`config.mk`:
```
export PLATFORM = sky130hd
export DESIGN_NAME = fd1094_state_ctrl
export DESIGN_NICKNAME = d
export VERILOG_FILES = /design/src/design/fd1094_cfg_pkg.sv /design/src/design/fd1094_bus_pkg.sv /design/src/design/fd1094_state_ctrl.sv
export SDC_FILE = /design/constraint.sdc
export NUM_CORES = 1
export LEC_CHECK = 0
export BUFFER_PORTS_ARGS = -buffer_cell sky130_fd_sc_hd__buf_2
export CAP_MARGIN = 20
export CORE_UTILIZATION = 31
export DETAILED_ROUTE_END_ITERATION = 10
export PLACE_DENSITY = 0.78
export SYNTH_ARGS = -nofsm -noshare
export SYNTH_HDL_FRONTEND = slang
export SYNTH_SLANG_ARGS = --single-unit
```
`constraint.sdc`:
```
create_clock -name clk -period 1.7 [get_ports clk]
set_input_delay 0.085 -clock clk [delete_from_list [all_inputs] [get_ports clk]]
set_output_delay 0.085 -clock clk [all_outputs]
set_load 0.02 [all_outputs]
```
`src/design/fd1094_cfg_pkg.sv`:
```
// ####################
// cipher widths and opcode constants for the fd1094 fetch path
// key index width here sets the key_wr_t index field; the table may use fewer bits
// ####################
`default_nettype none

package fd1094_cfg_pkg;

    // widths that carry a meaning
    localparam int ADDR_W    = 23;  // word address, a[23:1]
    localparam int WORD_W    = 16;
    localparam int KEY_W     = 8;
    localparam int KEY_IDX_W = 12;  // default key table depth, 4k bytes

    typedef logic [ADDR_W-1:0] addr_t;
    typedef logic [WORD_W-1:0] word_t;
    typedef logic [KEY_W-1:0]  key_t;
    typedef logic [KEY_W-1:0]  dstate_t;   // decryption state
    typedef logic [1:0]        cmd_t;      // command code from imm word bits 13..12

    // return from exception
    localparam word_t OP_RTE = 16'h4e73;

    // cmp.l #imm,<ea> match: top nibble and low six ea bits
    localparam logic [3:0] CMPL_HI = 4'b1011;
    localparam logic [5:0] CMPL_EA = 6'b111100;

    // command codes carried by the immediate data word
    localparam cmd_t CMD_LOAD  = 2'd0;  // state <= imm[11:8]
    localparam cmd_t CMD_CLR   = 2'd1;  // state cleared, irq mode off
    localparam cmd_t CMD_IRQ   = 2'd2;  // enter irq mode
    localparam cmd_t CMD_NOIRQ = 2'd3;  // leave irq mode

endpackage

`default_nettype wire
```
`src/design/fd1094_bus_pkg.sv`:
```
// ####################
// traffic structs between the fetch inputs, key table, decrypt and state control
// field widths come from fd1094_cfg_pkg
// ####################
`default_nettype none

package fd1094_bus_pkg;

    // opcode fetch context as seen on the cpu side, 40 bits
    typedef struct packed {
        fd1094_cfg_pkg::addr_t addr;   // word address
        fd1094_cfg_pkg::word_t enc;    // encrypted opcode word
        logic                  fetch;  // opcode fetch strobe, active high here
    } fetch_t;

    // key table write port
    typedef struct packed {
        logic                                 we;
        logic [fd1094_cfg_pkg::KEY_IDX_W-1:0] idx;
        fd1094_cfg_pkg::key_t                 key;
    } key_wr_t;

    // decrypted word leaving the decrypt stage, 40 bits
    // valid for exactly one cycle per fetch
    typedef struct packed {
        logic                  valid;
        fd1094_cfg_pkg::addr_t addr;   // address of the fetch it came from
        fd1094_cfg_pkg::word_t word;   // plain opcode or data word
    } dec_word_t;

endpackage

`default_nettype wire

```
`src/design/fd1094_state_ctrl.sv`:
```
// ####################
// decryption state and irq mode, driven by the decrypted opcode stream
// a cmp.l #imm arms a change, its data word (matched on addr bit 2) runs it
// st is the global key while in irq mode
// ####################
`timescale 1ns/1ps
`default_nettype none

module fd1094_state_ctrl (
    input  wire                         clk,
    input  wire                         rst,
    input  fd1094_bus_pkg::dec_word_t   dec,
    input  wire                         inta_n,
    input  fd1094_cfg_pkg::key_t        gkey,
    output fd1094_cfg_pkg::dstate_t     st
);

    // waiting for the immediate data word or not
    typedef enum logic {
        ARM_IDLE,
        ARM_WAIT
    } arm_t;

    arm_t                     arm_q;
    logic                     staddr_q;   // expected addr bit 2 of the data word
    fd1094_cfg_pkg::dstate_t  state_q;
    logic                     irq_q;      // irq mode
    logic                     is_cmpl;
    logic                     is_rte;
    logic                     is_imm;     // this word is the armed data word
    fd1094_cfg_pkg::cmd_t     cmd;

    // decode of the current decrypted word
    assign is_cmpl = dec.valid
                   && dec.word[15:12] == fd1094_cfg_pkg::CMPL_HI
                   && dec.word[5:0] == fd1094_cfg_pkg::CMPL_EA;
    assign is_rte  = dec.valid && dec.word == fd1094_cfg_pkg::OP_RTE;
    assign is_imm  = dec.valid && arm_q == ARM_WAIT && dec.addr[2] == staddr_q;
    assign cmd     = dec.word[13:12];

    always_ff @(posedge clk or posedge rst) begin
        if (rst) begin
            arm_q    <= ARM_IDLE;
            staddr_q <= 1'b0;
            state_q  <= '0;
            irq_q    <= 1'b0;
        end else begin
            if (is_rte) irq_q <= 1'b0;   // rte leaves irq mode
            if (!inta_n) irq_q <= 1'b1;  // ack beats rte

            if (is_imm) begin
                arm_q <= ARM_IDLE;       // one command per cmp.l
                // command word has the last say over irq mode
                case (cmd)
                    fd1094_cfg_pkg::CMD_LOAD:  state_q <= {4'b0000, dec.word[11:8]};
                    fd1094_cfg_pkg::CMD_CLR: begin
                        state_q <= '0;
                        irq_q   <= 1'b0;
                    end
                    fd1094_cfg_pkg::CMD_IRQ:   irq_q <= 1'b1;
                    fd1094_cfg_pkg::CMD_NOIRQ: irq_q <= 1'b0;
                endcase
            end else if (is_cmpl) begin
                arm_q    <= ARM_WAIT;
                staddr_q <= ~dec.addr[2];  // data word sits in the other half
            end
        end
    end

    // key material for the next fetch
    assign st = irq_q ? gkey : state_q;

endmodule

`default_nettype wire

```
==> impl_metrics.xml <==
<?xml version="1.0" encoding="UTF-8"?>
<metrics>
  <group name="yosys">
    <metric name="async_reset_ff_share" unit="%">100</metric>
    <metric name="synth_area_leaders" unit="">sky130_fd_sc_hd__dfrtp_1, sky130_fd_sc_hd__mux2_2, sky130_fd_sc_hd__and2_1</metric>
    <metric name="synth_cells" unit="">44</metric>
    <metric name="postSynthRegisterBits" unit="">7</metric>
    <metric name="post_synth_instance_area" unit="sq um">470</metric>
    <metric name="postSynthNetCount" unit="">95</metric>
    <metric name="fraction_of_post_synthesis_cell_area_in_the_top_cell_type_by_area" unit="%">37.2</metric>
    <metric name="synth_largest_area_cell" unit="">sky130_fd_sc_hd__dfrtp_1</metric>
    <metric name="synth_top_flop_cell" unit="">sky130_fd_sc_hd__dfrtp_1</metric>
    <metric name="avg_cell_area_syn" unit="sq um">10.7</metric>
    <metric name="synth_sequential_area_ratio" unit="%">37.2</metric>
    <metric name="most_instantiated_library_cell_after_synthesis" unit="">sky130_fd_sc_hd__mux2_2</metric>
    <metric name="synth_edf_count" unit="">0</metric>
    <metric name="netlist_top_cells_count" unit="">sky130_fd_sc_hd__mux2_2, sky130_fd_sc_hd__dfrtp_1, sky130_fd_sc_hd__and2_1, sky130_fd_sc_hd__nor2b_1, sky130_fd_sc_hd__nand3_1</metric>
    <metric name="yosysUniqueCellTypes" unit="">20</metric>
    <metric name="yosysWarnings" unit="">0</metric>
  </group>
  <group name="power">
    <metric name="post-layout-total-power" unit="mW">0.418</metric>
    <metric name="peakVddDrop" unit="mV">0.333</metric>
    <metric name="pwr_density_cell" unit="mW/mm^2">595</metric>
    <metric name="cellLeakagePower" unit="nW">0.354</metric>
  </group>
  <group name="routing">
    <metric name="vias_per_cell" unit="">4.88</metric>
    <metric name="vias" unit="">483</metric>
    <metric name="pre_repair_dr_iteration_count" unit="">2</metric>
    <metric name="routed_wl" unit="mm">1.12</metric>
    <metric name="drcViolationCount" unit="">0</metric>
    <metric name="initial_detailed_routing_violation_count" unit="">5</metric>
    <metric name="remaining_antenna_violation_count_after_routing" unit="">0</metric>
    <metric name="drt-wirelength-per-cell" unit="um">11.3</metric>
  </group>
  <group name="final_layout">
    <metric name="layout-area-overhead-vs-synth" unit="%">49.2</metric>
    <metric name="drive_gt1_share" unit="%">59.5</metric>
    <metric name="layout.cell_area.non_filler" unit="sq um">702</metric>
    <metric name="antenna_cell_count" unit="">0</metric>
    <metric name="layout.nets" unit="">136</metric>
    <metric name="finalCoreUtilization" unit="%">52.0</metric>
  </group>
  <group name="floorplan">
    <metric name="die_height" unit="um">41.0</metric>
    <metric name="fp-row-count" unit="">13</metric>
    <metric name="io_pins" unit="">59</metric>
    <metric name="floorplan.initialDensity" unit="%">34.8</metric>
    <metric name="coreArea" unit="sq mm">0.00135</metric>
    <metric name="floorplan_die_area" unit="sq mm">0.00168</metric>
    <metric name="chipWidth" unit="um">41.0</metric>
  </group>
  <group name="timing">
    <metric name="worst_slew_margin_rel" unit="%">76.3</metric>
    <metric name="final_worst_clock_skew" unit="ns">0.000448</metric>
    <metric name="layout_worst_path_cycle_share" unit="%">88.2</metric>
    <metric name="final_hold_viol_count" unit="">0</metric>
    <metric name="finalSetupViolations" unit="">0</metric>
    <metric name="rsz0062_at_grt" unit="">no</metric>
    <metric name="worst_hold_slack" unit="ns">0.0298</metric>
    <metric name="max_slew.worst_pin.slew" unit="ns">0.354</metric>
    <metric name="drv_slew" unit="">0</metric>
    <metric name="tns" unit="ns">0</metric>
    <metric name="fmaxAchievable" unit="MHz">667</metric>
    <metric name="min_clock_period_post_route" unit="ns">1.50</metric>
  </group>
  <group name="clocking">
    <metric name="clkSlewWorstSetupHoldPaths" unit="ns">0.05</metric>
    <metric name="worst_skew_pair.late_latency" unit="ns">0.25</metric>
    <metric name="post_cts.repair.setup_buffers" unit="">0</metric>
    <metric name="ctsHtreeMaxLevel" unit="">1</metric>
    <metric name="clock_path_buffers" unit="">2</metric>
    <metric name="number_of_buffers_created_by_cts" unit="">3</metric>
    <metric name="cts_tree" unit="">built</metric>
    <metric name="numClockSinks" unit="">7</metric>
    <metric name="cts_root_buffer" unit="">sky130_fd_sc_hd__clkbuf_4</metric>
  </group>
  <group name="min_path">
    <metric name="hold_class" unit="">in2reg</metric>
  </group>
  <group name="grt">
    <metric name="first_pass_grt_wire_length" unit="mm">1.43</metric>
    <metric name="largest_net_degree_at_the_start_of_global_routing" unit="">10</metric>
    <metric name="first_global_vias" unit="">362</metric>
    <metric name="grtUsageTotal" unit="%">13.7</metric>
    <metric name="antenna_found_initial" unit="">0</metric>
    <metric name="grt.overflow.total" unit="">0</metric>
  </group>
  <group name="critical_path">
    <metric name="critical_path.cell_chain" unit="">xnor2_1, nand3_1, nor2_1, mux2_2</metric>
    <metric name="crit_required" unit="ns">1.84</metric>
    <metric name="critical_path_class" unit="">reg2reg</metric>
    <metric name="start_kind" unit="">flop</metric>
    <metric name="critPathMaxFanout" unit="">4</metric>
    <metric name="critical-path-slowest-cell" unit="">sky130_fd_sc_hd__dfrtp_1</metric>
    <metric name="worst-path-buf-inv" unit="">0</metric>
    <metric name="end_kind" unit="">flop</metric>
    <metric name="timing.critical_path.arrival" unit="ns">1.64</metric>
    <metric name="cp_slowest_stage_delay" unit="ns">0.38</metric>
    <metric name="critical-path-top-delay-family" unit="">simple AND/OR/NAND/NOR gates</metric>
  </group>
  <group name="place">
    <metric name="dp_hpwl" unit="um">899</metric>
    <metric name="port_buffers" unit="">36</metric>
    <metric name="detailed_place.area" unit="sq um">666</metric>
    <metric name="finalWeightedCongestion" unit="">0.675</metric>
  </group>
  <group name="run_status">
    <metric name="outcome" unit="">complete, no violations</metric>
  </group>
  <group name="job">
    <metric name="cap_violations" unit="">0</metric>
  </group>
</metrics>
==> cells by family (layout without fill, tap and decap cells) <==
logic type	after synthesis	in the layout	synth area share (%)
flops	7	7	37.2
xor+xnor	1	1	1.86
mux	9	9	21.3
simple gates	21	21	31.9
compound gates	3	3	5.32
buf+inv	3	43	2.39
==> cell usage in the layout (no fill, tap or decap), drive strengths merged <==
cell / netlist / final
a21o: 1 / 1
a32oi: 1 / 1
and2: 4 / 4
and3: 1 / 1
buf: 0 / 36
clkbuf: 1 / 4
dfrtp: 7 / 7
dlygate4sd3: 0 / 1
inv: 2 / 2
mux2: 8 / 8
mux2i: 1 / 1
nand2: 2 / 2
nand3: 3 / 3
nand4: 1 / 1
nand4b: 1 / 1
nor2: 2 / 2
nor2b: 4 / 4
nor4: 1 / 1
nor4b: 1 / 1
o41ai: 1 / 1
or4b: 1 / 1
xnor2: 1 / 1
==> report_power, final <==
| part | internal, mW | total [mW] | leakage, nW | switching (mW) |
|---|---|---|---|---|
| combinational | 0.0478 | 0.0907 | 0.252 | 0.0429 |
| clock | 0.0897 | 0.154 | 0.0150 | 0.0641 |
| sequential | 0.171 | 0.173 | 0.0871 | 0.00243 |
| total | 0.308 | 0.418 | 0.354 | 0.109 |
==> per-layer routing <==
layer / up-vias / GRT usage (%) / wire (um)
li1: 240 / - / -
met1: 215 / 15.5 / 425
met2: 24 / 21.9 / 560
met3: 4 / 3.80 / 118
met4: 0 / 10.0 / 17
met5: - / 0 / 0
==> per-stage QoR <==
stage,instances,setup slack [ns]
4_1_cts,99,0.185
6_report,99,0.201
5_1_grt,99,0.0630
3_5_place_dp,94,0.195
3_3_place_gp,94,0.229
2_1_floorplan,44,0.343
==> worst paths after layout <==
| check | depth (start not counted) | endpoint | start | slack, ns |
|---|---|---|---|---|
| worst max-delay path | 4 | state_q[1]$_DFFE_PP0P_ | staddr_q$_DFFE_PP0P_ | 0.20 |
| worst max register to register | 4 | state_q[1]$_DFFE_PP0P_ | staddr_q$_DFFE_PP0P_ | 0.20 |
| worst min register to register | 1 | state_q[3]$_DFFE_PP0P_ | state_q[3]$_DFFE_PP0P_ | 0.51 |
| max in group asynchronous | 3 | state_q[2]$_DFFE_PP0P_ | rst | 1.18 |
| worst min-delay path | 2 | staddr_q$_DFFE_PP0P_ | dec[18] | 0.03 |
| min in group asynchronous | 3 | state_q[0]$_DFFE_PP0P_ | rst | 0.31 |
==> registers in the layout (all words and copies together) (netlist names) <==
| signal | flops |
|---|---|
| irq_q | 1 |
| state_q | 4 |
| staddr_q | 1 |
| arm_q | 1 |
==> repair_timing <==
item | CTS | global route
hold buffers | 1 | 0
gates resized for setup | 0 | 0
hold endpoints to repair | 7 | 0
==> area by class of cell <==
| type | count | area [sq um] |
|---|---|---|
| well taps | 15 | 18.8 |
| fillers | 142 | 648 |
| repair buffers | 37 | 190 |
| flip-flops and latches | 7 | 175 |
| multi-input cells | 34 | 284 |
| clock buffers | 4 | 26.3 |
| inverters | 2 | 7.51 |
Note: power is estimated with default switching activity, not from simulation.
