**src/design/fd1094_cfg_pkg.sv**
```systemverilog
// ####################
// cipher widths and opcode constants for the fd1094 fetch path
// key index width here sets the key_wr_t index field; the table may use fewer bits
// ####################
`default_nettype none

package fd1094_cfg_pkg;

    // widths that carry a meaning
    localparam int ADDR_W    = 23;  // word address, a[23:1]
    localparam int WORD_W    = 16;
    localparam int KEY_W     = 8;
    localparam int KEY_IDX_W = 12;  // default key table depth, 4k bytes

    typedef logic [ADDR_W-1:0] addr_t;
    typedef logic [WORD_W-1:0] word_t;
    typedef logic [KEY_W-1:0]  key_t;
    typedef logic [KEY_W-1:0]  dstate_t;   // decryption state
    typedef logic [1:0]        cmd_t;      // command code from imm word bits 13..12

    // return from exception
    localparam word_t OP_RTE = 16'h4e73;

    // cmp.l #imm,<ea> match: top nibble and low six ea bits
    localparam logic [3:0] CMPL_HI = 4'b1011;
    localparam logic [5:0] CMPL_EA = 6'b111100;

    // command codes carried by the immediate data word
    localparam cmd_t CMD_LOAD  = 2'd0;  // state <= imm[11:8]
    localparam cmd_t CMD_CLR   = 2'd1;  // state cleared, irq mode off
    localparam cmd_t CMD_IRQ   = 2'd2;  // enter irq mode
    localparam cmd_t CMD_NOIRQ = 2'd3;  // leave irq mode

endpackage

`default_nettype wire
```
**src/design/fd1094_bus_pkg.sv**
```systemverilog
// ####################
// traffic structs between the fetch inputs, key table, decrypt and state control
// field widths come from fd1094_cfg_pkg
// ####################
`default_nettype none

package fd1094_bus_pkg;

    // opcode fetch context as seen on the cpu side, 40 bits
    typedef struct packed {
        fd1094_cfg_pkg::addr_t addr;   // word address
        fd1094_cfg_pkg::word_t enc;    // encrypted opcode word
        logic                  fetch;  // opcode fetch strobe, active high here
    } fetch_t;

    // key table write port
    typedef struct packed {
        logic                                 we;
        logic [fd1094_cfg_pkg::KEY_IDX_W-1:0] idx;
        fd1094_cfg_pkg::key_t                 key;
    } key_wr_t;

    // decrypted word leaving the decrypt stage, 40 bits
    // valid for exactly one cycle per fetch
    typedef struct packed {
        logic                  valid;
        fd1094_cfg_pkg::addr_t addr;   // address of the fetch it came from
        fd1094_cfg_pkg::word_t word;   // plain opcode or data word
    } dec_word_t;

endpackage

`default_nettype wire

```
**src/design/fd1094_decrypt.sv**
```systemverilog
// ####################
// keyed opcode word decryption, one register stage
// the mixing rule is a stand-in, not the real fd1094 cipher
// st must be the value of the strobe cycle; result shows one clock later
// ####################
`timescale 1ns/1ps
`default_nettype none

module fd1094_decrypt (
    input  wire                         clk,
    input  wire                         rst,
    input  fd1094_bus_pkg::fetch_t      fetch,
    input  fd1094_cfg_pkg::key_t        key,
    input  fd1094_cfg_pkg::dstate_t     st,
    output fd1094_bus_pkg::dec_word_t   dec
);

    fd1094_cfg_pkg::key_t   mix;        // per-fetch mixing byte
    logic [7:0]             hi_x;       // high byte after xor
    logic [7:0]             lo_x;       // low byte after xor with ~mix
    fd1094_cfg_pkg::word_t  plain;
    logic                   valid_q;
    fd1094_cfg_pkg::addr_t  addr_q;
    fd1094_cfg_pkg::word_t  word_q;

    // mixing rule
    //   mix   = key ^ st
    //   word  = {enc_hi ^ mix, enc_lo ^ ~mix}
    //   bytes swapped when mix[0] is set
    always_comb begin
        mix  = key ^ st;
        hi_x = fetch.enc[15:8] ^ mix;
        lo_x = fetch.enc[7:0] ^ ~mix;
        if (mix[0]) begin
            plain = {lo_x, hi_x};   // swapped
        end else begin
            plain = {hi_x, lo_x};
        end
    end

    // valid follows the strobe by one clock
    always_ff @(posedge clk or posedge rst) begin
        if (rst) begin
            valid_q <= 1'b0;
        end else begin
            valid_q <= fetch.fetch;
        end
    end

    // payload, captured on every strobe
    always_ff @(posedge clk) begin
        if (fetch.fetch) begin
            addr_q <= fetch.addr;
            word_q <= plain;
        end
    end

    assign dec.valid = valid_q;
    assign dec.addr  = addr_q;
    assign dec.word  = word_q;

endmodule

`default_nettype wire

```
**config.mk**
```make
export PLATFORM = sky130hd
export DESIGN_NAME = fd1094_decrypt
export DESIGN_NICKNAME = d
export VERILOG_FILES = /design/src/design/fd1094_cfg_pkg.sv /design/src/design/fd1094_bus_pkg.sv /design/src/design/fd1094_decrypt.sv
export SDC_FILE = /design/constraint.sdc
export NUM_CORES = 1
export LEC_CHECK = 0
export ABC_AREA = 1
export BUFFER_PORTS_ARGS = -buffer_cell sky130_fd_sc_hd__buf_4
export CAP_MARGIN = 15
export CORE_UTILIZATION = 46
export CTS_BUF_LIST = sky130_fd_sc_hd__clkbuf_4 sky130_fd_sc_hd__clkbuf_8
export CTS_CLUSTER_SIZE = 12
export DETAILED_ROUTE_END_ITERATION = 6
export PLACE_DENSITY = 0.81
export SYNTH_ARGS = -nofsm -noshare
export SYNTH_HDL_FRONTEND = slang
export SYNTH_SLANG_ARGS = --single-unit
export TNS_END_PERCENT = 20
```
**constraint.sdc**
```tcl
create_clock -name clk -period 0.8 [get_ports clk]
set_input_delay 0.04 -clock clk [delete_from_list [all_inputs] [get_ports clk]]
set_output_delay 0.04 -clock clk [all_outputs]
set_load 0.01 [all_outputs]
```
==> results of run 1 <==
[timing repair]
| action | CTS | global route |
|---|---|---|
| endpoints found under the hold margin | 24 | 0 |
| gates resized for setup | 17 | 23 |
| hold buffers | 24 | 0 |
| endpoints found under the setup margin | 40 | 54 |
[path summary, 6_finish.rpt]
kind | end | cells past startpoint
setup / recovery | dec[8] | 1
hold / removal | addr_q[18]$_DFFE_PP_ | 1
max in group asynchronous | valid_q$_DFF_PP0_ | 3
min in group asynchronous | valid_q$_DFF_PP0_ | 3
[cell type report]
class                      count  share of cell area, %
sequential                    40                   38.1
timing repair buffer         124                   37.5
multi-input combinational    111                   17.1
inverter                      23                   2.75
clock buffer                   6                   2.43
tap                           48                   1.92
clock inverter                 1                  0.160
[where the power goes]
part	internal [µW]	total (µW)	switching [µW]	leakage, µW
logic	775	1390	614	0.00106
clock network	627	1300	669	0.0000445
registers	2550	2660	113	0.000393
[synthesized netlist by cell type (all sizes together)]
cell type	number	area, µm²
inv	23	86.3
o21ai	2	10.0
dfrtp	1	25.0
buf	3	30.0
edfxtp	39	1170
xnor2	1	16.3
nand3b	7	52.6
xor2	1	16.3
nand2	65	244
nand3	35	175
[per-layer routing]
layer | wire (µm) | GRT usage [%] | part of all wire, %
met2 | 3180 | 45.3 | 52
met1 | 2260 | 31.0 | 37
met5 | 0 | 0 | 0
met4 | 123 | 7.34 | 2.0
met3 | 572 | 5.99 | 9.3
[state kept, by name, indices dropped and copies added (netlist names)]
register	cells
addr_q	23
word_q	16
valid_q	1
[through the flow]
step                      power [µW]  cells  hold slack [ns]  utilization, %  area (µm²)
final                           5350    353           0.0521            83.8        3140
after global routing            5550    353           0.0413            83.8        3140
after CTS                       5120    353           0.0483            81.3        3040
after detailed placement        3760    322           -0.113            71.0        2660
after global placement          3720    322           -0.116            71.0        2660
after floorplan                 3090    177           -0.231               -        1840
[cell families after synthesis]
| logic type | share of synthesized area, % |
|---|---|
| AO/OA/AOI/OAI | 0.548 |
| AND/OR/NAND/NOR | 25.8 |
| flip-flops | 65.5 |
| buffers and inverters | 6.37 |
| XOR/XNOR | 1.78 |
[cells in the final DEF, fill, tap and decap left out, types with 2 or more instances in the layout]
cell / netlist / routed
edfxtp_1: 39 / 39
clkbuf_8: 0 / 5
buf_12: 0 / 3
dlygate4sd3_1: 0 / 24
buf_6: 2 / 39
buf_4: 1 / 58
nand3b_1: 7 / 7
nand3_1: 35 / 35
o21ai_1: 2 / 2
inv_1: 23 / 23
nand2_1: 65 / 65
==> metrics.txt, run 1 <==
# TYPE chip_impl_metric gauge
chip_impl_metric{name="detail-route-antenna-nets",unit=""} 0
chip_impl_info{name="startpoint_type",value="flip-flop"} 1
chip_impl_metric{name="h-tree-depth",unit=""} 2
chip_impl_metric{name="routed_via_density",unit=""} 5.18
chip_impl_metric{name="synth_seq_cells",unit=""} 40
chip_impl_metric{name="overflow_left_after_global_routing",unit=""} 0
chip_impl_metric{name="initial_utilization",unit="%"} 48.8
chip_impl_metric{name="die_height",unit="µm"} 65.0
chip_impl_info{name="cts.root.buffer_cell",value="clkbuf_8"} 1
chip_impl_metric{name="synthesis.instances",unit=""} 177
chip_impl_metric{name="clock_path_buffers",unit=""} 2
chip_impl_metric{name="buffers_inverters_on_critical_path",unit=""} 1
chip_impl_metric{name="wire_length_of_the_first_global_routing_pass",unit="µm"} 7780
chip_impl_metric{name="finalMaxSlewViolations",unit=""} 0
chip_impl_info{name="outcome",value="finished, violations left"} 1
chip_impl_metric{name="numPortBuffers",unit=""} 97
chip_impl_metric{name="ys_seq_area_share",unit="%"} 65.5
chip_impl_metric{name="cp.arrival",unit="ns"} 0.86
chip_impl_metric{name="multiInputGateArea",unit="µm²"} 537
chip_impl_metric{name="ioPinCount",unit=""} 98
chip_impl_metric{name="cts_setup_buffers",unit=""} 0
chip_impl_info{name="critPathCaptureType",value="output pin"} 1
chip_impl_metric{name="gpl.final_weighted_congestion",unit=""} 0.844
chip_impl_metric{name="unique_masters_post_synth",unit=""} 11
chip_impl_metric{name="synth_nets",unit=""} 235
chip_impl_info{name="min_from",value="fetch[0]"} 1
chip_impl_info{name="cell_class_contributing_the_biggest_share_of_worst_path_delay",value="flip-flops"} 1
chip_impl_info{name="cts_tree",value="done"} 1
chip_impl_metric{name="fmax",unit="MHz"} 1110
chip_impl_metric{name="worst-slew-pin-transition",unit="ns"} 0.406
chip_impl_metric{name="final_layout_size_suffix_gt1_share",unit="%"} 35.7
chip_impl_metric{name="yosysWarnings",unit=""} 0
chip_impl_metric{name="drc",unit=""} 0
chip_impl_metric{name="pre_cts_slack",unit="ns"} -0.284
chip_impl_metric{name="area_delta_synth_final",unit="%"} 71.6
chip_impl_info{name="worst-setup-path-type",value="reg -> out"} 1
chip_impl_metric{name="grt_max_degree",unit=""} 19
chip_impl_metric{name="fp-row-count",unit=""} 22
chip_impl_metric{name="num-nets-final",unit=""} 363
chip_impl_metric{name="max_slew_margin",unit="%"} 72.9
chip_impl_metric{name="drt-pass1-iter-count",unit=""} 4
chip_impl_info{name="timing.hold.worst.class",value="in -> reg"} 1
chip_impl_metric{name="timing_hold_violations_final",unit=""} 0
chip_impl_metric{name="cts-buffers-inserted",unit=""} 5
chip_impl_info{name="rsz0062_at_grt",value="true"} 1
chip_impl_metric{name="cts.clk_slew.worst_paths",unit="ns"} 0.07
chip_impl_metric{name="detail_route.wirelength",unit="µm"} 6140
chip_impl_metric{name="globalRouteTotalUtil",unit="%"} 25.6
chip_impl_metric{name="dpl.hpwl",unit="µm"} 3310
chip_impl_metric{name="antenna_found_initial",unit=""} 0
chip_impl_metric{name="post-route-period-util",unit="%"} 112
chip_impl_metric{name="via_count_of_the_first_global_routing_pass",unit=""} 1602
chip_impl_metric{name="crit_path_max_incr_delay",unit="ns"} 0.42
chip_impl_metric{name="antenna_cells",unit=""} 0
chip_impl_metric{name="leakagePower",unit="µW"} 0.00150
chip_impl_metric{name="syn_avg_cell_area",unit="µm²"} 10.3
chip_impl_metric{name="drv_cap",unit=""} 0
chip_impl_metric{name="setup-violations-final",unit=""} 40
chip_impl_metric{name="routed-via-count",unit=""} 1829
chip_impl_metric{name="placeableCoreArea",unit="µm²"} 3740
chip_impl_metric{name="timing.final.crit_period",unit="ns"} 0.899
chip_impl_metric{name="critPathRequiredTime",unit="ns"} 0.76
chip_impl_metric{name="critPathMaxFanout",unit=""} 1
chip_impl_metric{name="worst_ir_drop_vdd",unit="V"} 0.000945
chip_impl_info{name="crit_path_start",value="word_q[8]$_DFFE_PP_"} 1
chip_impl_metric{name="cts_num_sinks",unit=""} 40
chip_impl_metric{name="syn_area",unit="µm²"} 1830
chip_impl_metric{name="die_area",unit="µm²"} 4230
chip_impl_metric{name="die_w",unit="µm"} 65.0
chip_impl_metric{name="postLayoutSetupSlackWorst",unit="ns"} -0.0988
chip_impl_metric{name="num-fill-cells",unit=""} 210
chip_impl_metric{name="drt-initial-drc-count",unit=""} 132
chip_impl_info{name="crit_path_cell_trace",value="buf_6"} 1
chip_impl_metric{name="drt-wirelength-per-cell",unit="µm"} 17.4
chip_impl_metric{name="final.setup.tns",unit="ns"} -2.50
chip_impl_metric{name="power_density",unit="nW/µm²"} 1710
chip_impl_info{name="failed_checks",value="setup timing"} 1
chip_impl_metric{name="ff_latch_area",unit="µm²"} 1200
chip_impl_info{name="crit_path_top_delay_cell",value="edfxtp_1"} 1
Note: power is estimated with default switching activity, not from simulation.
==> run 2: changes to the inputs <==
--- a/config.mk
+++ b/config.mk
@@ -12,6 +12,7 @@
 export CTS_BUF_LIST = sky130_fd_sc_hd__clkbuf_4 sky130_fd_sc_hd__clkbuf_8
 export CTS_CLUSTER_SIZE = 12
 export DETAILED_ROUTE_END_ITERATION = 6
+export GPL_TIMING_DRIVEN = 0
 export PLACE_DENSITY = 0.81
 export SYNTH_ARGS = -nofsm -noshare
 export SYNTH_HDL_FRONTEND = slang
==> run 2 against run 1 <==
Effect of this change:
- the flow still finishes with violations (setup timing)
- count of clock-buffer cells in the layout did not move
- sequential cell count stayed put
- total power is 6.2% higher
- critical path type unchanged
- largest cell class unchanged
==> metrics.txt, run 2 (synthesis results as in run 1) <==
# TYPE chip_impl_metric gauge
chip_impl_info{name="outcome",value="finished, violations left"} 1
chip_impl_info{name="failed_checks",value="setup timing"} 1
chip_impl_metric{name="final_layout_size_suffix_gt1_share",unit="%"} 35.7
chip_impl_metric{name="power.share.clock",unit="%"} 29.3
chip_impl_metric{name="crit_path_max_incr_delay",unit="ns"} 0.42
chip_impl_metric{name="timing_hold_violations_final",unit=""} 0
chip_impl_metric{name="drt-wirelength-per-cell",unit="µm"} 17.2
chip_impl_info{name="layout_commonest_cell",value="nand2_1"} 1
chip_impl_metric{name="cts.clk_slew.worst_paths",unit="ns"} 0.08
chip_impl_metric{name="detail_route.wirelength",unit="µm"} 6080
chip_impl_info{name="register_with_the_most_flip_flops",value="addr_q"} 1
chip_impl_metric{name="power.switching_fraction",unit="%"} 24.9
chip_impl_metric{name="drt-pass1-iter-count",unit=""} 4
chip_impl_metric{name="routed-via-count",unit=""} 1854
chip_impl_metric{name="detail-route-antenna-nets",unit=""} 0
chip_impl_info{name="layout_top_registers",value="addr_q (23), word_q (16), valid_q (1)"} 1
chip_impl_metric{name="cts_num_sinks",unit=""} 40
chip_impl_metric{name="antenna_found_initial",unit=""} 0
chip_impl_metric{name="power_density",unit="nW/µm²"} 1820
chip_impl_metric{name="die_height",unit="µm"} 65.0
chip_impl_metric{name="clock_path_buffers",unit=""} 2
chip_impl_metric{name="ioPinCount",unit=""} 98
chip_impl_metric{name="num-fill-cells",unit=""} 223
chip_impl_info{name="crit_path_cell_trace",value="buf_6"} 1
chip_impl_info{name="timing.hold.worst.class",value="in -> reg"} 1
chip_impl_metric{name="globalRouteTotalUtil",unit="%"} 26.6
chip_impl_info{name="cts_tree",value="done"} 1
chip_impl_info{name="hold_end",value="word_q[8]$_DFFE_PP_"} 1
chip_impl_info{name="cell_class_contributing_the_biggest_share_of_worst_path_delay",value="flip-flops"} 1
chip_impl_metric{name="drc",unit=""} 0
chip_impl_info{name="cts.root.buffer_cell",value="clkbuf_8"} 1
chip_impl_metric{name="die_area",unit="µm²"} 4230
chip_impl_metric{name="critPathRequiredTime",unit="ns"} 0.76
chip_impl_metric{name="numPortBuffers",unit=""} 97
chip_impl_metric{name="net-switching-power",unit="µW"} 1410
chip_impl_metric{name="dpl.hpwl",unit="µm"} 3260
chip_impl_metric{name="hold_path_depth",unit=""} 3
chip_impl_metric{name="h-tree-depth",unit=""} 2
chip_impl_metric{name="finalMaxSlewViolations",unit=""} 0
chip_impl_info{name="rsz0062_at_grt",value="true"} 1
chip_impl_metric{name="via_count_of_the_first_global_routing_pass",unit=""} 1665
chip_impl_metric{name="area_delta_synth_final",unit="%"} 70.8
chip_impl_metric{name="gpl.final_weighted_congestion",unit=""} 0.859
chip_impl_info{name="crit_path_start",value="addr_q[16]$_DFFE_PP_"} 1
chip_impl_metric{name="comb_power_share",unit="%"} 23.9
chip_impl_info{name="final_cell_mix",value="65 x nand2_1, 57 x buf_4, 42 x buf_6"} 1
chip_impl_metric{name="worst_ir_drop_vdd",unit="V"} 0.00121
chip_impl_metric{name="die_w",unit="µm"} 65.0
chip_impl_metric{name="worst-slew-pin-transition",unit="ns"} 0.484
chip_impl_metric{name="timing.final.crit_period",unit="ns"} 0.904
chip_impl_metric{name="initial_utilization",unit="%"} 48.8
chip_impl_metric{name="pre_cts_slack",unit="ns"} -0.229
chip_impl_info{name="min_from",value="fetch[9]"} 1
chip_impl_metric{name="final_util",unit="%"} 83.4
chip_impl_metric{name="cp.arrival",unit="ns"} 0.86
chip_impl_info{name="startpoint_type",value="flip-flop"} 1
chip_impl_info{name="critPathCaptureType",value="output pin"} 1
chip_impl_metric{name="wire_length_of_the_first_global_routing_pass",unit="µm"} 8050
chip_impl_metric{name="number_of_flip_flops_in_the_largest_register",unit=""} 23
chip_impl_metric{name="num-nets-final",unit=""} 362
chip_impl_metric{name="drv_cap",unit=""} 0
chip_impl_metric{name="drt-initial-drc-count",unit=""} 121
chip_impl_metric{name="antenna_cells",unit=""} 0
chip_impl_metric{name="postLayoutSetupSlackWorst",unit="ns"} -0.104
chip_impl_metric{name="critPathMaxFanout",unit=""} 1
chip_impl_metric{name="seqPwrFrac",unit="%"} 46.8
chip_impl_metric{name="fmax",unit="MHz"} 1110
chip_impl_metric{name="buffers_inverters_on_critical_path",unit=""} 1
chip_impl_metric{name="leakagePower",unit="µW"} 0.00149
chip_impl_metric{name="max_slew_margin",unit="%"} 67.8
chip_impl_info{name="crit_path_top_delay_cell",value="edfxtp_1"} 1
chip_impl_metric{name="cts-buffers-inserted",unit=""} 5
chip_impl_metric{name="finalPower",unit="µW"} 5680
chip_impl_metric{name="internal_power",unit="µW"} 4270
chip_impl_metric{name="routed_via_density",unit=""} 5.25
chip_impl_metric{name="setup-violations-final",unit=""} 40
chip_impl_info{name="worst-setup-path-type",value="reg -> out"} 1
chip_impl_metric{name="grt_max_degree",unit=""} 41
chip_impl_metric{name="post-route-period-util",unit="%"} 113
chip_impl_metric{name="fp-row-count",unit=""} 22
chip_impl_metric{name="overflow_left_after_global_routing",unit=""} 0
chip_impl_metric{name="placeableCoreArea",unit="µm²"} 3740
run 2: changes by cell type in the layout (fill, tap and decap cells not counted):
cell,previous run,this run
buf_12,3,0
buf_6,39,42
xor2_2,0,1
bufinv_16,0,1
xor2_4,1,0
buf_4,58,57
run 2: metal layers:
metal | vias to the layer above | track usage [%] | wire, µm
met5 | - | 0 | 0
met4 | 0 | 10.1 | 160
met3 | 14 | 7.57 | 688
met2 | 138 | 46.9 | 3120
met1 | 856 | 30.4 | 2120
li1 | 846 | - | -
run 2: final cells by class:
type | instances | area (µm²) | share of cell area (%)
Sequential cell | 40 | 1200 | 38.3
Timing Repair Buffer | 121 | 1120 | 35.8
Multi-Input combinational cell | 111 | 526 | 16.8
Inverter | 23 | 86.3 | 2.77
Clock buffer | 6 | 76.3 | 2.45
Tap cell | 48 | 60.1 | 1.92
Clock inverter | 2 | 35.0 | 1.12
Buffer | 2 | 22.5 | 0.722
run 2: repair_timing:
item,in CTS,in global routing
endpoints found under the hold margin,24,0
pin swaps,0,0
setup endpoints to repair,40,40
buffers inserted,0,0
hold buffers,24,0
gates resized for setup,13,27
run 2: how the worst max path moves through the flow:
stage                                      to  slack, ns  depth (start not counted)
after detailed placement  word_q[0]$_DFFE_PP_      -0.23                          4
final                                 dec[32]      -0.10                          1
after floorplan           word_q[0]$_DFFE_PP_       0.07                          3
after CTS                             dec[31]      -0.09                          1
after global placement    word_q[8]$_DFFE_PP_      -0.22                          4
after global routing                  dec[31]      -0.12                          1
run 2: per-stage QoR:
step / hold WS, ns / std cells / TNS (ns) / instance area [µm²]
2_1_floorplan: -0.231 / 177 / 0 / 1840
3_3_place_gp: -0.116 / 322 / -3.50 / 2630
3_5_place_dp: -0.101 / 322 / -3.33 / 2630
4_1_cts: 0.0367 / 353 / -2.41 / 3020
5_1_grt: 0.0612 / 353 / -3.60 / 3120
6_report: 0.0552 / 353 / -2.77 / 3120
run 2: power by group through the flow:
stage / combinational, µW / sequential (µW) / clock [µW]
after detailed placement: 1090 / 2650 / 0
final: 1360 / 2660 / 1660
after CTS: 1230 / 2620 / 1650
after floorplan: 334 / 2760 / 0
after global routing: 1460 / 2670 / 1750
after global placement: 1070 / 2640 / 0
==> run 3: changes to the inputs <==
--- a/config.mk
+++ b/config.mk
@@ -8,12 +8,15 @@
 export ABC_AREA = 1
 export BUFFER_PORTS_ARGS = -buffer_cell sky130_fd_sc_hd__buf_4
 export CAP_MARGIN = 15
-export CORE_UTILIZATION = 46
+export CELL_PAD_IN_SITES_DETAIL_PLACEMENT = 0
+export CELL_PAD_IN_SITES_GLOBAL_PLACEMENT = 1
+export CORE_MARGIN = 10
+export CORE_UTILIZATION = 33
 export CTS_BUF_LIST = sky130_fd_sc_hd__clkbuf_4 sky130_fd_sc_hd__clkbuf_8
 export CTS_CLUSTER_SIZE = 12
 export DETAILED_ROUTE_END_ITERATION = 6
 export GPL_TIMING_DRIVEN = 0
-export PLACE_DENSITY = 0.81
+export PLACE_DENSITY = 0.8
 export SYNTH_ARGS = -nofsm -noshare
 export SYNTH_HDL_FRONTEND = slang
 export SYNTH_SLANG_ARGS = --single-unit
==> run 3 against run 2 <==
Effect of this change:
- the flow still finishes with violations (setup timing)
- maximum frequency increased by 1.9%
- sequential power about the same
- critical path depth unchanged
- sequential share of layout area decreased by 0.12 points
- hold slack improved by 0.0041 ns
- combinational power about the same
- sequential cell count unchanged
- critical path type unchanged
- critical endpoint is now dec[27]
- largest power group unchanged
==> metrics.txt, run 3 (synthesis results as in run 1) <==
# TYPE chip_impl_metric gauge
chip_impl_info{name="outcome",value="finished, violations left"} 1
chip_impl_info{name="failed_checks",value="setup timing"} 1
chip_impl_metric{name="globalRouteTotalUtil",unit="%"} 11.8
chip_impl_metric{name="cts.clk_slew.worst_paths",unit="ns"} 0.08
chip_impl_metric{name="finalMaxSlewViolations",unit=""} 0
chip_impl_metric{name="initial_utilization",unit="%"} 33.6
chip_impl_metric{name="drc",unit=""} 0
chip_impl_metric{name="drv_cap",unit=""} 0
chip_impl_info{name="cts_tree",value="done"} 1
chip_impl_metric{name="crit_path_max_incr_delay",unit="ns"} 0.42
chip_impl_metric{name="worst_ir_drop_vdd",unit="V"} 0.000720
chip_impl_metric{name="gpl.final_weighted_congestion",unit=""} 0.735
chip_impl_metric{name="num-fill-cells",unit=""} 445
chip_impl_metric{name="power.switching_fraction",unit="%"} 25.8
chip_impl_metric{name="final_design_area_no_fill",unit="µm²"} 3130
chip_impl_metric{name="overflow_left_after_global_routing",unit=""} 0
chip_impl_info{name="layout_top_registers",value="addr_q (23), word_q (16), valid_q (1)"} 1
chip_impl_metric{name="buffers_inverters_on_critical_path",unit=""} 1
chip_impl_metric{name="die_area",unit="µm²"} 8910
chip_impl_info{name="crit_path_cell_trace",value="buf_6"} 1
chip_impl_metric{name="die_height",unit="µm"} 94.4
chip_impl_info{name="critPathCaptureType",value="output pin"} 1
chip_impl_metric{name="grt_max_degree",unit=""} 41
chip_impl_metric{name="timing_hold_violations_final",unit=""} 0
chip_impl_metric{name="finalPower",unit="µW"} 5280
chip_impl_metric{name="setup-violations-final",unit=""} 40
chip_impl_metric{name="clock_path_buffers",unit=""} 2
chip_impl_metric{name="leakagePower",unit="µW"} 0.00149
chip_impl_info{name="layout_commonest_cell",value="nand2_1"} 1
chip_impl_metric{name="cts-buffers-inserted",unit=""} 5
chip_impl_info{name="final_cell_mix",value="65 x nand2_1, 57 x buf_4, 42 x buf_6"} 1
chip_impl_info{name="startpoint_type",value="flip-flop"} 1
chip_impl_metric{name="placeableCoreArea",unit="µm²"} 5440
chip_impl_metric{name="detail_route.wirelength",unit="µm"} 5500
chip_impl_info{name="worst-setup-path-type",value="reg -> out"} 1
chip_impl_metric{name="ioPinCount",unit=""} 98
chip_impl_metric{name="critPathRequiredTime",unit="ns"} 0.76
chip_impl_metric{name="dpl.hpwl",unit="µm"} 4020
chip_impl_metric{name="seqPwrFrac",unit="%"} 50.2
chip_impl_metric{name="comb_power_share",unit="%"} 25.3
chip_impl_metric{name="cts_num_sinks",unit=""} 40
chip_impl_info{name="cell_class_contributing_the_biggest_share_of_worst_path_delay",value="flip-flops"} 1
chip_impl_metric{name="internal_power",unit="µW"} 3910
chip_impl_metric{name="final_layout_size_suffix_gt1_share",unit="%"} 36.1
chip_impl_metric{name="critPathMaxFanout",unit=""} 1
chip_impl_metric{name="num-nets-final",unit=""} 362
chip_impl_metric{name="timing.final.crit_period",unit="ns"} 0.888
chip_impl_metric{name="via_count_of_the_first_global_routing_pass",unit=""} 1698
chip_impl_metric{name="h-tree-depth",unit=""} 2
chip_impl_metric{name="power.share.clock",unit="%"} 24.5
chip_impl_metric{name="worst-slew-pin-transition",unit="ns"} 0.474
chip_impl_metric{name="pre_cts_slack",unit="ns"} -0.280
chip_impl_metric{name="numPortBuffers",unit=""} 97
chip_impl_metric{name="drt-pass1-iter-count",unit=""} 4
chip_impl_info{name="register_with_the_most_flip_flops",value="addr_q"} 1
chip_impl_metric{name="wire_length_of_the_first_global_routing_pass",unit="µm"} 8290
chip_impl_info{name="timing.hold.worst.class",value="in -> reg"} 1
chip_impl_metric{name="area_delta_synth_final",unit="%"} 71.4
chip_impl_metric{name="power_density",unit="nW/µm²"} 1690
chip_impl_metric{name="post-route-period-util",unit="%"} 111
chip_impl_metric{name="antenna_found_initial",unit=""} 0
chip_impl_metric{name="final-instance-count-excl-fill",unit=""} 377
chip_impl_metric{name="number_of_flip_flops_in_the_largest_register",unit=""} 23
chip_impl_metric{name="detail-route-antenna-nets",unit=""} 0
chip_impl_metric{name="postLayoutSetupSlackWorst",unit="ns"} -0.0877
chip_impl_metric{name="antenna_cells",unit=""} 0
chip_impl_metric{name="routed-via-count",unit=""} 1684
chip_impl_info{name="crit_path_top_delay_cell",value="edfxtp_1"} 1
chip_impl_metric{name="place_inst",unit=""} 346
chip_impl_metric{name="drt-initial-drc-count",unit=""} 35
chip_impl_metric{name="cts_setup_buffers",unit=""} 0
chip_impl_metric{name="final.setup.tns",unit="ns"} -2.07
chip_impl_metric{name="die_w",unit="µm"} 94.4
chip_impl_metric{name="max_slew_margin",unit="%"} 68.4
chip_impl_metric{name="fmax",unit="MHz"} 1130
chip_impl_metric{name="net-switching-power",unit="µW"} 1360
chip_impl_info{name="cts.root.buffer_cell",value="clkbuf_8"} 1
chip_impl_metric{name="placement.cell_area",unit="µm²"} 2660
chip_impl_info{name="rsz0062_at_grt",value="true"} 1
chip_impl_metric{name="fp-row-count",unit=""} 27
chip_impl_metric{name="routed_via_density",unit=""} 4.47
chip_impl_metric{name="cp.arrival",unit="ns"} 0.85
chip_impl_metric{name="drt-wirelength-per-cell",unit="µm"} 14.6
[run 3: changes by cell type in the layout (fill, tap and decap cells not counted), sizes merged]
cell	change
clkbuf	-1
clkinv	+2
bufinv	-1
[run 3: area by class of cell]
| type | instances | area (µm²) | area share (%) |
|---|---|---|---|
| buffer | 2 | 22.5 | 0.719 |
| clock buffer | 5 | 68.8 | 2.20 |
| clock inverter | 3 | 18.8 | 0.600 |
| inverter | 23 | 86.3 | 2.76 |
| multi-input combinational | 111 | 529 | 16.9 |
| sequential | 40 | 1200 | 38.2 |
| tap | 72 | 90.1 | 2.88 |
| timing repair buffer | 121 | 1120 | 35.7 |
[run 3: worst paths after layout]
check | startpoint | end | slack (ns) | cells past startpoint
max in group asynchronous | rst | valid_q$_DFF_PP0_ | 0.55 | 3
max | addr_q[11]$_DFFE_PP_ | dec[27] | -0.09 | 1
min | fetch[9] | word_q[0]$_DFFE_PP_ | 0.06 | 2
min in group asynchronous | rst | valid_q$_DFF_PP0_ | 0.16 | 3
[run 3: what timing repair did]
| action | CTS | global route |
|---|---|---|
| setup endpoints to repair | 40 | 41 |
| pin swaps | 0 | 1 |
| endpoints found under the hold margin | 24 | 0 |
| resized for setup | 28 | 13 |
| hold buffers | 24 | 0 |
[run 3: metrics by stage]
stage,util (%),hold slack (ns)
after global routing,57.6,0.0628
after floorplan,-,-0.231
after CTS,56.7,0.0511
final,57.6,0.0593
after detailed placement,48.8,-0.112
after global placement,48.8,-0.115
[run 3: power groups by stage]
stage          sequential (µW)  clock (µW)  combinational [µW]
2_1_floorplan             2760           0                 334
5_1_grt                   2670        1430                1450
3_3_place_gp              2650           0                1110
6_report                  2650        1290                1340
3_5_place_dp              2650           0                1130
4_1_cts                   2630        1340                1300
[run 3: routing by layer]
layer	global-route usage [%]	wire length (µm)	up-vias
li1	-	-	842
met1	14.1	2360	755
met2	18.4	2490	81
met3	5.08	589	6
met4	4.30	68	0
met5	0	0	-
